**src/uart_pkg.sv**
```systemverilog
`default_nettype none

package uart_pkg;

    // Receiver clocks each bit with sixteen ticks of the oversampling counter
    localparam int OVERSAMPLE = 16;           // Ticks per serial bit
    localparam int MID_TICK   = 7;            // Tick index closest to the bit centre

    // Error flags that travel with every received word
    // Bit 2 is break, bit 1 is parity, bit 0 is frame
    typedef struct packed {
        logic brk;                            // Every sampled bit after the start bit was 0
        logic parity;                         // Received parity bit does not match even parity
        logic frame;                          // At least one stop bit was sampled low
    } rx_err_t;

    // Framer states, in the order a frame walks through them
    typedef enum logic [2:0] {
        IDLE,                                 // Line idle, waiting for a falling edge
        START,                                // Checking that the start bit is real
        DATA,                                 // Shifting in the data bits, MSB first
        PARITY,                               // Capturing the parity bit
        STOP,                                 // Checking the stop bits
        DONE                                  // One cycle to hand the word to the FIFO
    } framer_state_t;

endpackage

`default_nettype wire

```
**src/rx_frame_if.sv**
```systemverilog
`timescale 1ns/1ps
`default_nettype none

// One received character on its way from the framer to the FIFO
interface rx_frame_if #(
    parameter int DATA_BITS = 8
) ();
    import uart_pkg::*;

    logic                 valid;          // Single cycle strobe, no back-pressure
    logic [DATA_BITS-1:0] data;           // Received data word, valid with the strobe
    rx_err_t              err;            // Break, parity and frame flags for that word
    logic                 busy;           // High from validated start bit to end of frame

    // The framer owns every signal of the frame
    modport framer (
        output valid,
        output data,
        output err,
        output busy
    );

    // The FIFO only listens
    modport sink (
        input valid,
        input data,
        input err,
        input busy
    );

endinterface

`default_nettype wire

```
**src/rx_line_sync.sv**
```systemverilog
`timescale 1ns/1ps
`default_nettype none

module rx_line_sync #(
    parameter int CLKS_PER_TICK = 4
) (
    input  logic Clk,
    input  logic Rst,
    input  logic rx,
    input  logic frame_restart,
    output logic rx_s,
    output logic tick
);

    // A divide by one still needs a one bit counter
    localparam int CW = (CLKS_PER_TICK > 1) ? $clog2(CLKS_PER_TICK) : 1;

    logic          rx_meta;              // First flop, may go metastable
    logic [CW-1:0] div_cnt;              // Clocks since the last tick

    // Two flop synchronizer for the asynchronous serial line
    always_ff @(posedge Clk or posedge Rst) begin
        if (Rst) begin
            rx_meta <= 1'b1;                 // Idle level of the line is high
            rx_s    <= 1'b1;
        end else begin
            rx_meta <= rx;
            rx_s    <= rx_meta;
        end
    end

    // Oversampling tick, one pulse every CLKS_PER_TICK clocks
    // The framer restarts the divider on the falling edge of the start bit, so tick phase
    // is locked to the edge and the mid-bit sample lands near the centre of each bit
    always_ff @(posedge Clk or posedge Rst) begin
        if (Rst) begin
            div_cnt <= '0;
            tick    <= 1'b0;
        end else if (frame_restart) begin
            div_cnt <= '0;                   // Realign on the start edge
            tick    <= 1'b0;
        end else if (div_cnt == CW'(CLKS_PER_TICK - 1)) begin
            div_cnt <= '0;
            tick    <= 1'b1;                 // Registered so the pulse is glitch free
        end else begin
            div_cnt <= div_cnt + 1'b1;
            tick    <= 1'b0;
        end
    end

endmodule

`default_nettype wire

```
**src/uart_rx_framer.sv**
```systemverilog
`timescale 1ns/1ps
`default_nettype none

module uart_rx_framer #(
    parameter int DATA_BITS = 8,
    parameter int STOP_BITS = 2
) (
    input  logic       Clk,
    input  logic       Rst,
    input  logic       rx_s,
    input  logic       tick,
    output logic       frame_restart,
    rx_frame_if.framer frm
);
    import uart_pkg::*;

    // Bit counter covers both the data bits and the stop bits
    localparam int MAX_BITS = (DATA_BITS > STOP_BITS) ? DATA_BITS : STOP_BITS;
    localparam int BW       = $clog2(MAX_BITS + 1);
    localparam logic [3:0] SAMPLE_TICK = 4'(MID_TICK);
    localparam logic [3:0] LAST_TICK   = 4'(OVERSAMPLE - 1);

    framer_state_t        state;
    logic [3:0]           phase;          // Tick index inside the current bit
    logic [BW-1:0]        bit_cnt;        // Data or stop bit index
    logic [DATA_BITS-1:0] shreg;          // Data shift register, MSB arrives first
    logic                 par_calc;       // Running XOR of the data bits
    logic                 par_rx;         // Parity bit as received
    logic                 stop_bad;       // Some stop bit was low
    logic                 seen_one;       // Some bit after the start bit was high
    logic                 busy_q;
    logic                 mid;            // Tick at the centre of the bit
    logic                 last;           // Final tick of the bit
    rx_err_t              err;

    assign mid  = tick && (phase == SAMPLE_TICK);
    assign last = tick && (phase == LAST_TICK);

    // A low line in IDLE is a candidate start edge, restart the tick divider on it
    assign frame_restart = (state == IDLE) && !rx_s;

    always_ff @(posedge Clk or posedge Rst) begin
        if (Rst) begin
            state    <= IDLE;
            phase    <= '0;
            bit_cnt  <= '0;
            par_calc <= 1'b0;
            par_rx   <= 1'b0;
            stop_bad <= 1'b0;
            seen_one <= 1'b0;
            busy_q   <= 1'b0;
        end else begin
            if (tick) begin
                phase <= phase + 4'd1;           // Wraps from 15 to 0 at each bit boundary
            end
            case (state)
                IDLE: begin
                    phase   <= '0;
                    bit_cnt <= '0;
                    if (!rx_s) begin
                        state    <= START;
                        par_calc <= 1'b0;        // Fresh accumulators for the new frame
                        par_rx   <= 1'b0;
                        stop_bad <= 1'b0;
                        seen_one <= 1'b0;
                    end
                end
                START: begin
                    if (mid) begin
                        if (rx_s) begin
                            state <= IDLE;       // Line went back high, it was a glitch
                        end else begin
                            busy_q <= 1'b1;      // Start bit confirmed at its centre
                        end
                    end
                    if (last) begin
                        state <= DATA;
                    end
                end
                DATA: begin
                    if (mid) begin
                        par_calc <= par_calc ^ rx_s;
                        seen_one <= seen_one | rx_s;
                    end
                    if (last) begin
                        if (bit_cnt == BW'(DATA_BITS - 1)) begin
                            bit_cnt <= '0;
                            state   <= PARITY;
                        end else begin
                            bit_cnt <= bit_cnt + 1'b1;
                        end
                    end
                end
                PARITY: begin
                    if (mid) begin
                        par_rx   <= rx_s;
                        seen_one <= seen_one | rx_s;
                    end
                    if (last) begin
                        state <= STOP;
                    end
                end
                STOP: begin
                    if (mid) begin
                        stop_bad <= stop_bad | !rx_s;
                        seen_one <= seen_one | rx_s;
                        // Leave at the centre of the last stop bit so the next start
                        // edge can be caught straight away
                        if (bit_cnt == BW'(STOP_BITS - 1)) begin
                            state <= DONE;
                        end
                    end
                    if (last) begin
                        bit_cnt <= bit_cnt + 1'b1;
                    end
                end
                DONE: begin
                    busy_q <= 1'b0;              // Frame finished
                    state  <= IDLE;
                end
                default: state <= IDLE;
            endcase
        end
    end

    // Data bits enter at the LSB and move up, so the first bit ends up as the MSB
    always_ff @(posedge Clk) begin
        if (state == DATA && mid) begin
            shreg <= (shreg << 1) | DATA_BITS'(rx_s);
        end
    end

    // Error flags are formed from the accumulators while in DONE
    always_comb begin
        err.brk    = !seen_one;                 // Data, parity and stops all low
        err.parity = (par_rx != par_calc);      // Even parity over the data bits
        err.frame  = stop_bad;
    end

    assign frm.valid = (state == DONE);
    assign frm.data  = shreg;
    assign frm.err   = err;
    assign frm.busy  = busy_q;

    // A word is handed over once per frame
    a_valid_single: assert property (@(posedge Clk) disable iff (Rst)
        frm.valid |=> !frm.valid);

    // The strobe follows the stop bit check directly
    a_valid_done: assert property (@(posedge Clk) disable iff (Rst)
        frm.valid |-> ($past(state) == STOP));

    a_idle_busy: assert property (@(posedge Clk) disable iff (Rst)
        (state == IDLE) |-> !frm.busy);

endmodule

`default_nettype wire

```
**src/rx_fifo.sv**
```systemverilog
`timescale 1ns/1ps
`default_nettype none

module rx_fifo #(
    parameter int  FIFO_DEPTH = 8,
    parameter type payload_t  = logic [10:0]
) (
    input  logic     Clk,
    input  logic     Rst,
    rx_frame_if.sink wr,
    input  logic     rd_en,
    output payload_t rd_data,
    output logic     rd_valid,
    output logic     rts,
    output logic     overrun
);

    localparam int PW = (FIFO_DEPTH > 1) ? $clog2(FIFO_DEPTH) : 1;
    localparam int CW = $clog2(FIFO_DEPTH + 1);

    payload_t      mem [FIFO_DEPTH];
    payload_t      wr_word;
    logic [PW-1:0] wr_ptr;
    logic [PW-1:0] rd_ptr;
    logic [CW-1:0] count;                  // Words currently stored
    logic          full;
    logic          empty;
    logic          push;
    logic          pop;

    // Data in the upper bits, error flags in the lowest three
    assign wr_word = payload_t'({wr.data, wr.err});

    assign full  = (count == CW'(FIFO_DEPTH));
    assign empty = (count == '0);
    assign push  = wr.valid && !full;      // Word is lost when there is no room
    assign pop   = rd_en && !empty;        // Reads of an empty FIFO do nothing

    always_ff @(posedge Clk) begin
        if (push) begin
            mem[wr_ptr] <= wr_word;
        end
    end

    always_ff @(posedge Clk or posedge Rst) begin
        if (Rst) begin
            wr_ptr  <= '0;
            rd_ptr  <= '0;
            count   <= '0;
            overrun <= 1'b0;
        end else begin
            if (push) begin
                wr_ptr <= (wr_ptr == PW'(FIFO_DEPTH - 1)) ? '0 : wr_ptr + 1'b1;
            end
            if (pop) begin
                rd_ptr <= (rd_ptr == PW'(FIFO_DEPTH - 1)) ? '0 : rd_ptr + 1'b1;
            end
            case ({push, pop})
                2'b10:   count <= count + 1'b1;
                2'b01:   count <= count - 1'b1;
                default: count <= count;        // Both or neither leave the fill alone
            endcase
            overrun <= wr.valid && full;        // One cycle pulse per dropped word
        end
    end

    // First word fall through, the head is visible as soon as it is stored
    assign rd_data  = mem[rd_ptr];
    assign rd_valid = !empty;

    // Ask the sender to pause before the last free slot is used
    assign rts = (count < CW'(FIFO_DEPTH - 1));

    a_count_max: assert property (@(posedge Clk) disable iff (Rst)
        count <= CW'(FIFO_DEPTH));

    // The read side never moves while nothing is stored
    a_no_pop_empty: assert property (@(posedge Clk) disable iff (Rst)
        empty |=> $stable(rd_ptr));

    // A dropped word must come from a frame the framer actually received
    a_overrun_busy: assert property (@(posedge Clk) disable iff (Rst)
        overrun |-> $past(wr.busy));

endmodule

`default_nettype wire

```
**src/uart_rx_top.sv**
```systemverilog
`timescale 1ns/1ps
`default_nettype none

module uart_rx_top #(
    parameter int DATA_BITS     = 8,
    parameter int STOP_BITS     = 2,
    parameter int CLKS_PER_TICK = 4,
    parameter int FIFO_DEPTH    = 8
) (
    input  logic                 Clk,
    input  logic                 Rst,
    input  logic                 rx,
    input  logic                 rd_en,
    output logic [DATA_BITS-1:0] rd_data,
    output logic [2:0]           rd_err,
    output logic                 rd_valid,
    output logic                 rts,
    output logic                 overrun
);
    import uart_pkg::*;

    // One FIFO entry is the data word plus its error flags
    typedef struct packed {
        logic [DATA_BITS-1:0] data;
        rx_err_t              err;
    } rx_word_t;

    logic     rx_s;                        // Synchronized serial line
    logic     tick;                        // 16x oversampling pulse
    logic     frame_restart;               // Realigns the tick on a start edge
    rx_word_t head;                        // Word at the FIFO output

    rx_frame_if #(.DATA_BITS(DATA_BITS)) frame_if ();

    rx_line_sync #(
        .CLKS_PER_TICK(CLKS_PER_TICK)
    ) u_sync (
        .Clk           (Clk),
        .Rst           (Rst),
        .rx            (rx),
        .frame_restart (frame_restart),
        .rx_s          (rx_s),
        .tick          (tick)
    );

    uart_rx_framer #(
        .DATA_BITS(DATA_BITS),
        .STOP_BITS(STOP_BITS)
    ) u_framer (
        .Clk           (Clk),
        .Rst           (Rst),
        .rx_s          (rx_s),
        .tick          (tick),
        .frame_restart (frame_restart),
        .frm           (frame_if.framer)
    );

    rx_fifo #(
        .FIFO_DEPTH(FIFO_DEPTH),
        .payload_t (rx_word_t)
    ) u_fifo (
        .Clk      (Clk),
        .Rst      (Rst),
        .wr       (frame_if.sink),
        .rd_en    (rd_en),
        .rd_data  (head),
        .rd_valid (rd_valid),
        .rts      (rts),
        .overrun  (overrun)
    );

    assign rd_data = head.data;
    assign rd_err  = head.err;              // Break, parity, frame from MSB down

endmodule

`default_nettype wire

```
**config.mk**
```make
export PLATFORM = sky130hd
export DESIGN_NAME = uart_rx_top
export DESIGN_NICKNAME = d
export VERILOG_FILES = /design/src/uart_pkg.sv /design/src/rx_frame_if.sv /design/src/rx_line_sync.sv /design/src/uart_rx_framer.sv /design/src/rx_fifo.sv /design/src/uart_rx_top.sv
export SDC_FILE = /design/constraint.sdc
export NUM_CORES = 1
export LEC_CHECK = 0
export ABC_AREA = 1
export BUFFER_PORTS_ARGS = -buffer_cell sky130_fd_sc_hd__buf_4
export CORE_MARGIN = 8
export CORE_UTILIZATION = 26
export DETAILED_ROUTE_END_ITERATION = 8
export GPL_ROUTABILITY_DRIVEN = 0
export GPL_TIMING_DRIVEN = 0
export SETUP_SLACK_MARGIN = 0.2
export SLEW_MARGIN = 20
export SYNTH_ARGS = -nofsm -noshare
export SYNTH_HDL_FRONTEND = slang
export SYNTH_SLANG_ARGS = --single-unit
```
**constraint.sdc**
```tcl
create_clock -name Clk -period 3.95 [get_ports Clk]
set_clock_uncertainty 0.15 [all_clocks]
set_input_delay 0.395 -clock Clk [delete_from_list [all_inputs] [get_ports Clk]]
set_output_delay 0.395 -clock Clk [all_outputs]
set_load 0.05 [all_outputs]
```
* Yosys cells after proc, flatten, opt, wreduce, memory -nomap -nowiden
Memories as Yosys holds them, arrays and structs flattened.
Cells that the tools add are included.
** Storage, ports and cells
- Bits in registers :: 39
- Bits in writable memories :: 88
- Input port bits :: 4
- Word-level logic and storage cells :: 118
- Memories kept :: 1
** Memory list
- u_fifo.mem :: words 8, width 11, rd ports 1, clocked after memory_dff 0, write ports 1, RTL line rx_fifo.sv:21 : payload_t mem [FIFO_DEPTH];
** Cells by class
- $add $sub $neg :: 7
- Magnitude comparators :: 1
- Equality and inequality tests :: 28
- Mux-type cells :: 34
- Bitwise logic cells :: 4
- Reductions and logical operators :: 27
** Operators by type and width (number)
- $mux W3 :: 11
- $mux W4 :: 5
- $ne A2 B1 Y1 const B :: 9
- $pmux W3 S5 :: 1
- $reduce_and A3 Y1 :: 5
- $add A4 B1 Y4 const B :: 3
- $eq A3 B3 Y1 const B :: 4
- $pmux W4 S3 :: 1
- $reduce_bool A2 Y1 :: 6
- $mux W1 :: 9
- $eq A4 B3 Y1 const B :: 2
- $eq A4 B4 Y1 const B :: 2
- $or A8 B1 Y8 :: 1
- $pmux W1 S2 :: 4
- $pmux W4 S2 :: 1
- $reduce_and A8 Y1 :: 1
- $logic_and A1 B1 Y1 :: 7
- $add A3 B1 Y3 const B :: 2
- $eq A3 B2 Y1 const B :: 2
- $eq A2 B2 Y1 const B :: 2
- $eq A4 B1 Y1 const B :: 1
- $logic_not A1 Y1 :: 4
- $logic_not A4 Y1 :: 1
- $lt A4 B3 Y1 const B :: 1
- 14 further kinds :: 16

* Logic depth before layout (Yosys ltp)
Gate-level depths: netlist of the first run.
- Depth after elaboration :: 5
- Depth in mapped cells :: 11

* Modules after synthesis
A second synthesis of the first run with hierarchy kept.
** Unflattened totals
- Cell total of the unflattened synthesis :: 632
- Area, all modules :: 5968.2 µm²
** Modules (own cells, without submodules)
- rx_fifo :: times used 1, cells each 471, area each 4528.1 µm², sequential area each 2917.8 µm²
- uart_rx_framer :: times used 1, cells each 147, area each 1267.5 µm², sequential area each 640.6 µm²
- rx_line_sync :: times used 1, cells each 14, area each 172.7 µm², sequential area each 127.6 µm²

* Worst setup path before layout of the first run
Ideal clock, no wire load.
- Path type :: reg-to-reg
- Start :: register u_fifo.count[1]
- End :: register u_fifo.count[3]
- Setup time :: 121 ps
- Data arrival time :: 2445 ps
- Required time :: 3679 ps
- Slack :: 1234 ps
- Stages on the path, launching flop included :: 12
- Clock period less this slack :: 2716 ps
- Cell sequence :: dfrtp_1 nor2_4 nand3_1 and2_1 clkbuf_2 ha_1 ha_1 nand2_1 nand2_1 o21a_1 o21bai_1 nand2_1
** On the way
- Word-level cells in the longest chain between the ends :: 5
- Elaborated cells between the ends (all ways) :: 12
- Those cells by class :: 2 x add/sub; 3 x eq/ne; 1 x mux; 6 x reduce/logical
** Ends and longest elaborated chain
- from (decl) :: RTL line rx_fifo.sv:25 : logic [CW-1:0] count;
- from (signal assigned) :: RTL line rx_fifo.sv:59 : 2'b10: count <= count + 1'b1;
- from (signal assigned) :: RTL line rx_fifo.sv:60 : 2'b01: count <= count - 1'b1;
- from (signal assigned) :: RTL line rx_fifo.sv:61 : default: count <= count;
- $logic_not A4 Y1 (*) :: RTL line rx_fifo.sv:35 : assign empty = (count == '0);
- $logic_not A1 Y1 (*)
- named net rd_valid :: RTL line uart_rx_top.sv:16 : output logic rd_valid,
- $logic_and A1 B1 Y1 (*) :: RTL line rx_fifo.sv:37 : assign pop = rd_en && !empty;
- named net u_fifo.pop :: RTL line rx_fifo.sv:29 : logic pop;
- $eq A2 B1 Y1 or $eq A2 B2 Y1 (tied branches) :: RTL line rx_fifo.sv:58 : case ({push, pop})
- $pmux W4 S2 or $reduce_bool A2 Y1 (tied branches)
Mark *: on every way through the listed nets, which the timed path passes. The rest lies on a longest branch.
A chain may end at the register's enable or synchronous reset.

* Worst setup path in the final report of the first run
- Start :: register u_fifo.rd_ptr[0]
- End :: output port rd_err[2]
** On the way
- Word-level cells in the longest chain between the ends :: 1
** Ends and longest elaborated chain
- from (decl) :: RTL line rx_fifo.sv:24 : logic [PW-1:0] rd_ptr;
- from (signal assigned) :: RTL line rx_fifo.sv:56 : rd_ptr <= (rd_ptr == PW'(FIFO_DEPTH - 1)) ? '0 : rd_ptr + 1'b1;
- $mem_v2 Z8 W11
- to (decl) :: RTL line uart_rx_top.sv:15 : output logic [2:0] rd_err,
No other way between the ends.

==> impl_metrics.ini, run 1 <==
[route]
vias = 3514
totalWireLength_um = 11200
viasPerCell = 4.34
ant_nets = 0
dr.first_iter.drc_count = 255
drt-pass1-iter-count = 5
drc = 0
avgRoutedWirePerCell_um = 13.8

[layout]
synthToLayoutAreaGrowth_pct = 19.6
final.fill_count = 2142
drive_above_1_share_pct = 16.1
finalNetCount = 537
finalInstanceArea_um2 = 6520
n_antenna_cell = 0

[clock_network]
max-clock-path-buffers = 2
numCtsBuffers = 17
clk_latency_ns = 0.42
clock_sinks = 127
cts_htree_levels = 4
clk_pin_slew_worst_paths_ns = 0.06
cts_tree = yes
root_buffer = clkbuf_16

[worst_setup_path]
cp.depth = 7
crit_path_end_kind = output port
slowest_delay_ns = 0.44
timing.rr.start = u_framer.state[1]
cp_slowest_cell = clkbuf_1
cp.arrival_ns = 2.23
cp_max_fo = 10
critical-path-top-delay-family = buffers and inverters
crit_end = rd_err[2]
reg2reg_slack_ns = 1.51
crit_start = u_fifo.rd_ptr[0]
reg2regPathDepth = 5
r2r-end = u_fifo.mem[5][0]
cp.required_ns = 3.40
criticalPathCategory = flop to output port
crit_buf_inv = 3
startpoint_type = flop
path_common_cell = nand2_1
path_cells = buf_2 -> clkbuf_1 -> o21ai_0 -> o22ai_1 -> nand2_1 -> nand2_1 -> buf_4

[grt]
grt_pass1_wl_um = 18200
antenna_found_initial = 0
gr-total-overflow = 0
first_global_vias = 3429
grt.total_usage_pct = 9.05
grt_max_degree = 32

[sta]
fin_crit_ns = 2.78
maxSlewHeadroom_pct = 29.8
hold_viol = 0
setup_tns_ns = 0
hold_ws_ns = 0.206
max_freq_mhz = 360
period_share_pct = 70.3
worst_slew_pin_slew_ns = 1.05
grt_setup_unrepaired = no
slew_violations = 0
setup_viol = 0

[power]
p_int_w = 0.00281
p_sw_w = 0.00185
p_leak_nw = 2.48
p_sw_share_pct = 39.8
power_frac_comb_pct = 34.2
power_frac_seq_pct = 34.0
clock_power_share_pct = 31.8
pwr_density_cell_nw_per_um2 = 715
irDropWorstVdd_mv = 0.222

[floorplan]
initial_utilization_pct = 26.2
rows = 53
die_y_um = 161
die_w_um = 161
num_io_pins = 18
core-area_um2 = 20800
dieArea_um2 = 25900

[yosys]
netlist-cell-type-count = 37
synth-seq-cells = 127
synth-seq-area-share_pct = 67.1
avgSynthCellArea_um2 = 11.3
yosys_warnings = 0
synth_area_um2 = 5450
async_reset_ff_share_pct = 24.4
synth-edff-count = 96
ys.flop_type = edfxtp_1
synth_cells = 483
synth_nets = 499

[placed_design]
placed_area_um2 = 5920
dp_hpwl_um = 7530
port-buffer-count = 17

[run_status]
outcome = finished clean

[job]
drv_cap = 0

[min_path]
hold_class = flop to flop
==> per-layer routing <==
metal,track usage (%),vias up,share of wire [%]
li1,-,1753,-
met1,10.7,1675,46
met2,15.0,74,49
met3,2.59,12,4.1
met4,4.25,0,1.1
met5,0,-,0
==> cells by family (layout without fill, tap and decap cells) <==
logic type               Yosys count  in the layout  synth area share (%)
AND/OR/NAND/NOR                  184            184                  14.7
adder cells (fa/ha/maj)           12             12                  2.89
buffers and inverters             57            108                  4.06
AO/OA/AOI/OAI                     96             96                  10.1
XOR/XNOR                           7              7                  1.12
flip-flops                       127            127                  67.1
==> registers in the layout, summed over array words and instances (netlist names), 2 cells and up <==
name / count
u_sync.div_cnt: 2
u_fifo.mem: 88
u_fifo.count: 4
u_framer.frm.data: 8
u_framer.state: 3
u_framer.phase: 4
u_fifo.wr_ptr: 3
u_fifo.rd_ptr: 3
u_framer.bit_cnt: 4
==> cells in the mapped netlist, types with 5 or more instances <==
library cell	instances	share of area, %
buf_2	5	0.46
clkbuf_1	10	0.69
dfrtp_1	29	13
edfxtp_1	96	53
ha_1	11	2.5
inv_1	34	2.3
inv_2	6	0.41
nand2_1	80	5.5
nand2_2	7	0.80
nand3_1	15	1.4
nor2_1	66	4.5
o21ai_0	59	5.4
o22ai_1	22	2.5
==> placed cells by master (no fill, tap or decap), types with 3 or more instances in the layout <==
cell type | Yosys | layout
nor2_2 | 2 | 6
xor2_1 | 3 | 3
a21oi_1 | 4 | 4
o21ai_0 | 59 | 59
inv_6 | 0 | 4
dfrtp_1 | 29 | 29
xnor2_1 | 4 | 4
nor2_4 | 4 | 4
nor2_1 | 66 | 62
inv_2 | 6 | 7
nand2_1 | 80 | 80
o22ai_1 | 22 | 22
clkinvlp_4 | 0 | 4
nand3_1 | 15 | 15
buf_2 | 5 | 5
clkbuf_1 | 10 | 10
ha_1 | 11 | 11
edfxtp_1 | 96 | 96
nand2_2 | 7 | 7
buf_4 | 0 | 17
inv_8 | 0 | 6
inv_1 | 34 | 33
clkbuf_16 | 0 | 17
==> per-stage QoR <==
step	util, %	worst slack [ns]	instances	power, W
2_1_floorplan	-	1.23	483	0.00274
3_5_place_dp	28.5	1.42	775	0.00322
5_1_grt	31.3	1.08	809	0.00491
4_1_cts	31.3	1.17	809	0.00472
6_report	31.3	1.17	809	0.00466
3_3_place_gp	28.5	1.45	775	0.00321
==> how the worst min path moves through the flow <==
stage	start	slack, ns	end	cells after the start
4_1_cts	u_sync.rx_meta	0.21	u_sync.rx_s	0
6_report	u_sync.rx_meta	0.21	u_sync.rx_s	0
3_3_place_gp	u_sync.rx_meta	0.20	u_sync.rx_s	0
2_1_floorplan	u_sync.rx_meta	0.20	u_sync.rx_s	0
3_5_place_dp	u_sync.rx_meta	0.20	u_sync.rx_s	0
5_1_grt	u_sync.rx_meta	0.21	u_sync.rx_s	0
==> final cells by class <==
| type | count | area, um2 | area share, % |
|---|---|---|---|
| Inverter | 41 | 154 | 2.36 |
| Timing Repair Buffer | 19 | 148 | 2.26 |
| Clock buffer | 17 | 425 | 6.52 |
| Clock inverter | 15 | 141 | 2.17 |
| Sequential cell | 127 | 3660 | 56.1 |
| Multi-Input combinational cell | 299 | 1580 | 24.2 |
| Buffer | 16 | 67.6 | 1.04 |
| Tap cell | 275 | 344 | 5.28 |
==> power groups by stage <==
stage / sequential (W) / clock [W] / combinational, W
after floorplan: 0.00159 / 0 / 0.00115
after global placement: 0.00161 / 0 / 0.00160
after detailed placement: 0.00161 / 0 / 0.00161
after CTS: 0.00159 / 0.00152 / 0.00161
after global routing: 0.00160 / 0.00157 / 0.00174
final: 0.00158 / 0.00148 / 0.00160
==> what timing repair did <==
| item | CTS | global route |
|---|---|---|
| hold buffers | 2 | 0 |
| endpoints found under the hold margin | 30 | 0 |
| gates resized for setup | 0 | 0 |
| setup buffers | 0 | 0 |
Note: power is estimated with default switching activity, not from simulation.
==> run 2, diff against run 1 <==
==> constraint.sdc (replaced) <==
create_clock -name Clk -period 2.8 [get_ports Clk]
set_clock_uncertainty 0.15 [all_clocks]
set_input_delay 0.28 -clock Clk [delete_from_list [all_inputs] [get_ports Clk]]
set_output_delay 0.28 -clock Clk [all_outputs]
set_load 0.05 [all_outputs]
==> run 2 against run 1 <==
Total power increased by 47%. Sequential power is 42% higher. Global-route usage rose by 0.46 points. Die area unchanged. Register-to-register slack lost 1.1 ns. Sequential share of layout area fell by 0.73 points. Final area increased by 1.3%. Wire length up 3.1%. First-iteration DRC count is 6.7% higher. Non-clock buffer count stayed put. Critical path type unchanged. Largest power group unchanged.
==> impl_metrics.ini, run 2 (synthesis results as in run 1) <==
[sta]
fin_ws_ns = 0.322
slew_violations = 0
max_freq_mhz = 403
hold_viol = 0
maxSlewHeadroom_pct = 29.9
worst_slew_pin_slew_ns = 1.05
setup_viol = 0
fin_crit_ns = 2.48
setup_tns_ns = 0
period_share_pct = 88.5
grt_setup_unrepaired = no

[grt]
first_global_vias = 3639
grt_pass1_wl_um = 19100
grt.total_usage_pct = 9.51
grt_max_degree = 32
gr-total-overflow = 0
antenna_found_initial = 0

[clock_network]
cts_tree = yes
clk_latency_ns = 0.42
clock_sinks = 127
cts_setup_buffers = 0
cts_htree_levels = 4
root_buffer = clkbuf_16
max-clock-path-buffers = 2
numCtsBuffers = 17
clk_pin_slew_worst_paths_ns = 0.05

[min_path]
hold_class = flop to flop
hp-start = u_sync.rx_meta
whs_path_depth = 0
hold_path_end = u_sync.rx_s

[route]
wl_met3_um = 509
drc = 0
routed.top_layer = met4
drt-met1-wl_um = 5200
dr.first_iter.drc_count = 272
drt-pass1-iter-count = 4
avgRoutedWirePerCell_um = 14.2
wl_met2_um = 5580
viasPerCell = 4.39
totalWireLength_um = 11500
ant_nets = 0
vias = 3548

[worst_setup_path]
startpoint_type = flop
reg2reg_slack_ns = 0.37
r2r-end = u_fifo.mem[5][9]
criticalPathCategory = flop to output port
cp_max_fo = 10
cp.required_ns = 2.37
reg2regPathDepth = 5
crit_path_end_kind = output port
cp.arrival_ns = 2.05
timing.rr.start = u_framer.state[1]

[layout]
register_area_um2 = 3660
fin_util_pct = 31.7
top_register = u_fifo.mem
largest_reg_flops = 88
multi_input_area_um2 = 1590
layout_commonest_cell = edfxtp_1
mostFrequentLayoutCells = edfxtp_1 (96), nand2_1 (80), nor2_1 (60)
finalNetCount = 537
synthToLayoutAreaGrowth_pct = 21.2
n_antenna_cell = 0
final.fill_count = 2141
drive_above_1_share_pct = 17.8

[floorplan]
die_w_um = 161
die_y_um = 161
num_io_pins = 18
dieArea_um2 = 25900
core-area_um2 = 20800
initial_utilization_pct = 26.2
rows = 53

[power]
irDropWorstVdd_mv = 0.434
p_leak_nw = 2.53
fin_total_pwr_w = 0.00684
pwr_density_cell_nw_per_um2 = 1040

[placed_design]
dp_hpwl_um = 7570
dp_slack_ns = 0.257
port-buffer-count = 17

[job]
drv_cap = 0

[run_status]
outcome = finished clean
run 2: changes by cell type in the layout (fill, tap and decap cells not counted), moves of 3 or more:
cell       change
clkbuf_1       -7
inv_6          -3
buf_2          -3
bufinv_16      +4
clkbuf_2       +7
inv_8          -6
run 2: repair_timing:
item,in CTS,in global routing
pin swaps,0,0
endpoints found under the setup margin,8,35
hold buffers,2,0
gates cloned,0,0
endpoints found under the hold margin,30,0
gates resized for setup,3,21
run 2: per-stage QoR:
stage          hold slack (ns)  area, um2  std cells
6_report                 0.205       6610        809
5_1_grt                  0.211       6610        809
4_1_cts                  0.207       6570        809
3_5_place_dp             0.199       5930        775
3_3_place_gp             0.199       5930        775
2_1_floorplan            0.134       5460        483
run 2: layer usage:
metal / track usage [%] / vias to the layer above
li1: - / 1751
met1: 11.2 / 1718
met2: 15.8 / 60
met3: 2.48 / 19
met4: 4.84 / 0
met5: 0 / -
run 2: final cells by class:
| type | count | area share (%) |
|---|---|---|
| clock inverter | 14 | 2.90 |
| timing repair buffer | 19 | 2.23 |
| buffer | 16 | 1.33 |
| multi-input combinational | 299 | 24.1 |
| tap | 275 | 5.21 |
| inverter | 41 | 2.37 |
| sequential | 127 | 55.4 |
| clock buffer | 18 | 6.49 |
run 2: critical path, cell delays in order, from the launching register on:
cell and delay, ns:
dfrtp_1 0.46, inv_1 0.17, clkbuf_2 0.27, o21ai_0 0.16, o22ai_1 0.18, nand2_1 0.11
nand2_1 0.09, buf_4 0.19
run 2: how the worst max path moves through the flow:
stage | startpoint | endpoint | slack, ns | cells past startpoint
after floorplan | u_fifo.count[1] | u_fifo.count[3] | 0.29 | 11
after global placement | u_framer.state[1] | u_fifo.mem[7][7] | 0.27 | 5
after detailed placement | u_framer.state[1] | u_fifo.mem[6][7] | 0.26 | 5
after CTS | u_fifo.rd_ptr[0] | rd_data[6] | 0.22 | 7
after global routing | u_framer.state[1] | u_fifo.mem[5][0] | 0.20 | 5
final | u_fifo.rd_ptr[1] | rd_data[1] | 0.32 | 7
run 2: power breakdown:
| part | internal [W] | switching, W | leakage, nW |
|---|---|---|---|
| Combinational | 0.000701 | 0.00160 | 0.959 |
| Sequential | 0.00212 | 0.000122 | 1.28 |
| Clock | 0.00149 | 0.000812 | 0.294 |
==> run 3, diff against run 2 <==
==> constraint.sdc (replaced) <==
create_clock -name Clk -period 2.17 [get_ports Clk]
set_clock_uncertainty 0.15 [all_clocks]
set_input_delay 0.217 -clock Clk [delete_from_list [all_inputs] [get_ports Clk]]
set_output_delay 0.217 -clock Clk [all_outputs]
set_load 0.05 [all_outputs]
==> run 3 against run 2 <==
The flow now finishes with violations (setup timing). Die area unchanged. Clock power increased by 31%. Utilization grew 4.6 points. Critical path depth grew 1. Total power grew 52%. Critical path type unchanged. Critical endpoint unchanged. Largest cell class unchanged.
==> impl_metrics.ini, run 3 (synthesis results as in run 1) <==
[floorplan]
initial_utilization_pct = 26.2
die_y_um = 161
num_io_pins = 18
dieArea_um2 = 25900
rows = 53
die_w_um = 161
core-area_um2 = 20800

[power]
irDropWorstVdd_mv = 0.644
pwr_density_cell_nw_per_um2 = 1380
p_leak_nw = 2.93
fin_total_pwr_w = 0.0104

[worst_setup_path]
cp_max_fo = 10
crit_path_end_kind = output port
critical-path-top-delay-family = buffers and inverters
path_common_cell = buf_8
crit_buf_inv = 4
path_cells = buf_8 -> clkinv_8 -> buf_8 -> o21ai_0 -> o22ai_1 -> nand2_1 -> nand2_2 -> buf_8
startpoint_type = flop
reg2reg_slack_ns = 0.05
cp_slowest_cell = dfrtp_1
criticalPathCategory = flop to output port
slowest_delay_ns = 0.42
cp.required_ns = 1.80
cp.arrival_ns = 1.86

[route]
drt-pass1-iter-count = 4
totalWireLength_um = 13300
viasPerCell = 4.50
vias = 3810
ant_nets = 0
dr.first_iter.drc_count = 295
avgRoutedWirePerCell_um = 15.7
drc = 0

[clock_network]
clock_sinks = 127
clk_pin_slew_worst_paths_ns = 0.06
numCtsBuffers = 17
max-clock-path-buffers = 2
cts_htree_levels = 4
cts_tree = yes
clk_latency_ns = 0.41
root_buffer = clkbuf_16

[grt]
grt_max_degree = 32
grt_pass1_wl_um = 19900
first_global_vias = 3729
antenna_found_initial = 0
gr-total-overflow = 0
grt.total_usage_pct = 9.86

[sta]
grt_setup_unrepaired = yes
max_freq_mhz = 449
maxSlewHeadroom_pct = 54.2
period_share_pct = 103
setup_viol = 9
fin_crit_ns = 2.23
hold_viol = 0
worst_slew_pin_slew_ns = 0.686
hold_ws_ns = 0.207
slew_violations = 0
fin_ws_ns = -0.0561
setup_tns_ns = -0.355

[run_status]
outcome = finished, violations left
violations = setup timing

[placed_design]
dp_hpwl_um = 7640
port-buffer-count = 17

[layout]
layout_commonest_cell = edfxtp_1
drive_above_1_share_pct = 31.5
synthToLayoutAreaGrowth_pct = 38.9
largest_reg_flops = 88
n_antenna_cell = 0
mostFrequentLayoutCells = edfxtp_1 (96), nand2_1 (71), nor2_1 (51)
top_register = u_fifo.mem
finalNetCount = 574

[job]
drv_cap = 0

[min_path]
hold_class = flop to flop
run 3: cell types whose count changed in the layout (fill, tap and decap cells not counted), sizes merged:
cell      previous run  this run
buf                 21        60
clkbuf              30        27
inv                 41        45
clkinvlp             3         0
run 3: worst paths after layout:
path / start / end / cells past startpoint
max: u_fifo.rd_ptr[0] / rd_data[1] / 8
min: u_sync.rx_meta / u_sync.rx_s / 0
max reg2reg: u_fifo.count[0] / u_fifo.count[3] / 11
min reg2reg: u_sync.rx_meta / u_sync.rx_s / 0
max in group asynchronous: Rst / u_fifo.rd_ptr[1] / 3
min in group asynchronous: Rst / u_fifo.overrun / 3
run 3: report_power, final:
group          internal, W  leakage [nW]  switching, W
combinational      0.00192          1.34       0.00258
clock              0.00194         0.310       0.00108
sequential         0.00274          1.28      0.000154
total              0.00661          2.93       0.00381
run 3: per-layer routing:
layer / up-vias / routed length [um] / track usage [%]
met2: 95 / 6730 / 17.1
met4: 0 / 178 / 2.48
met5: - / 0 / 0
met3: 16 / 706 / 2.71
li1: 1835 / - / -
met1: 1864 / 5650 / 11.8
run 3: through the flow:
step | instances | utilization [%] | setup slack [ns] | cell area [um2]
global route | 846 | 36.4 | -0.136 | 7570
global placement | 775 | 28.8 | -0.386 | 5990
finish | 846 | 36.4 | -0.0561 | 7570
CTS | 829 | 34.2 | -0.0127 | 7120
floorplan | 483 | - | -0.0614 | 5520
detailed placement | 775 | 28.8 | -0.404 | 5990
run 3: area by class of cell:
type                            count  area, um2
Fill cell                        1974      13300
Buffer                             16        215
Sequential cell                   127       3660
Tap cell                          275        344
Inverter                           41        166
Timing Repair inverter              1       8.76
Multi-Input combinational cell    299       1840
Timing Repair Buffer               55        699
Clock buffer                       18        429
Clock inverter                     14        204
run 3: repair_timing:
item | 4_1_cts | 5_1_grt
hold endpoints to repair | 30 | 0
pin swaps | 23 | 29
setup buffers | 16 | 14
cloned | 4 | 3
setup endpoints to repair | 110 | 102
resized for setup | 88 | 69
hold buffers | 2 | 0
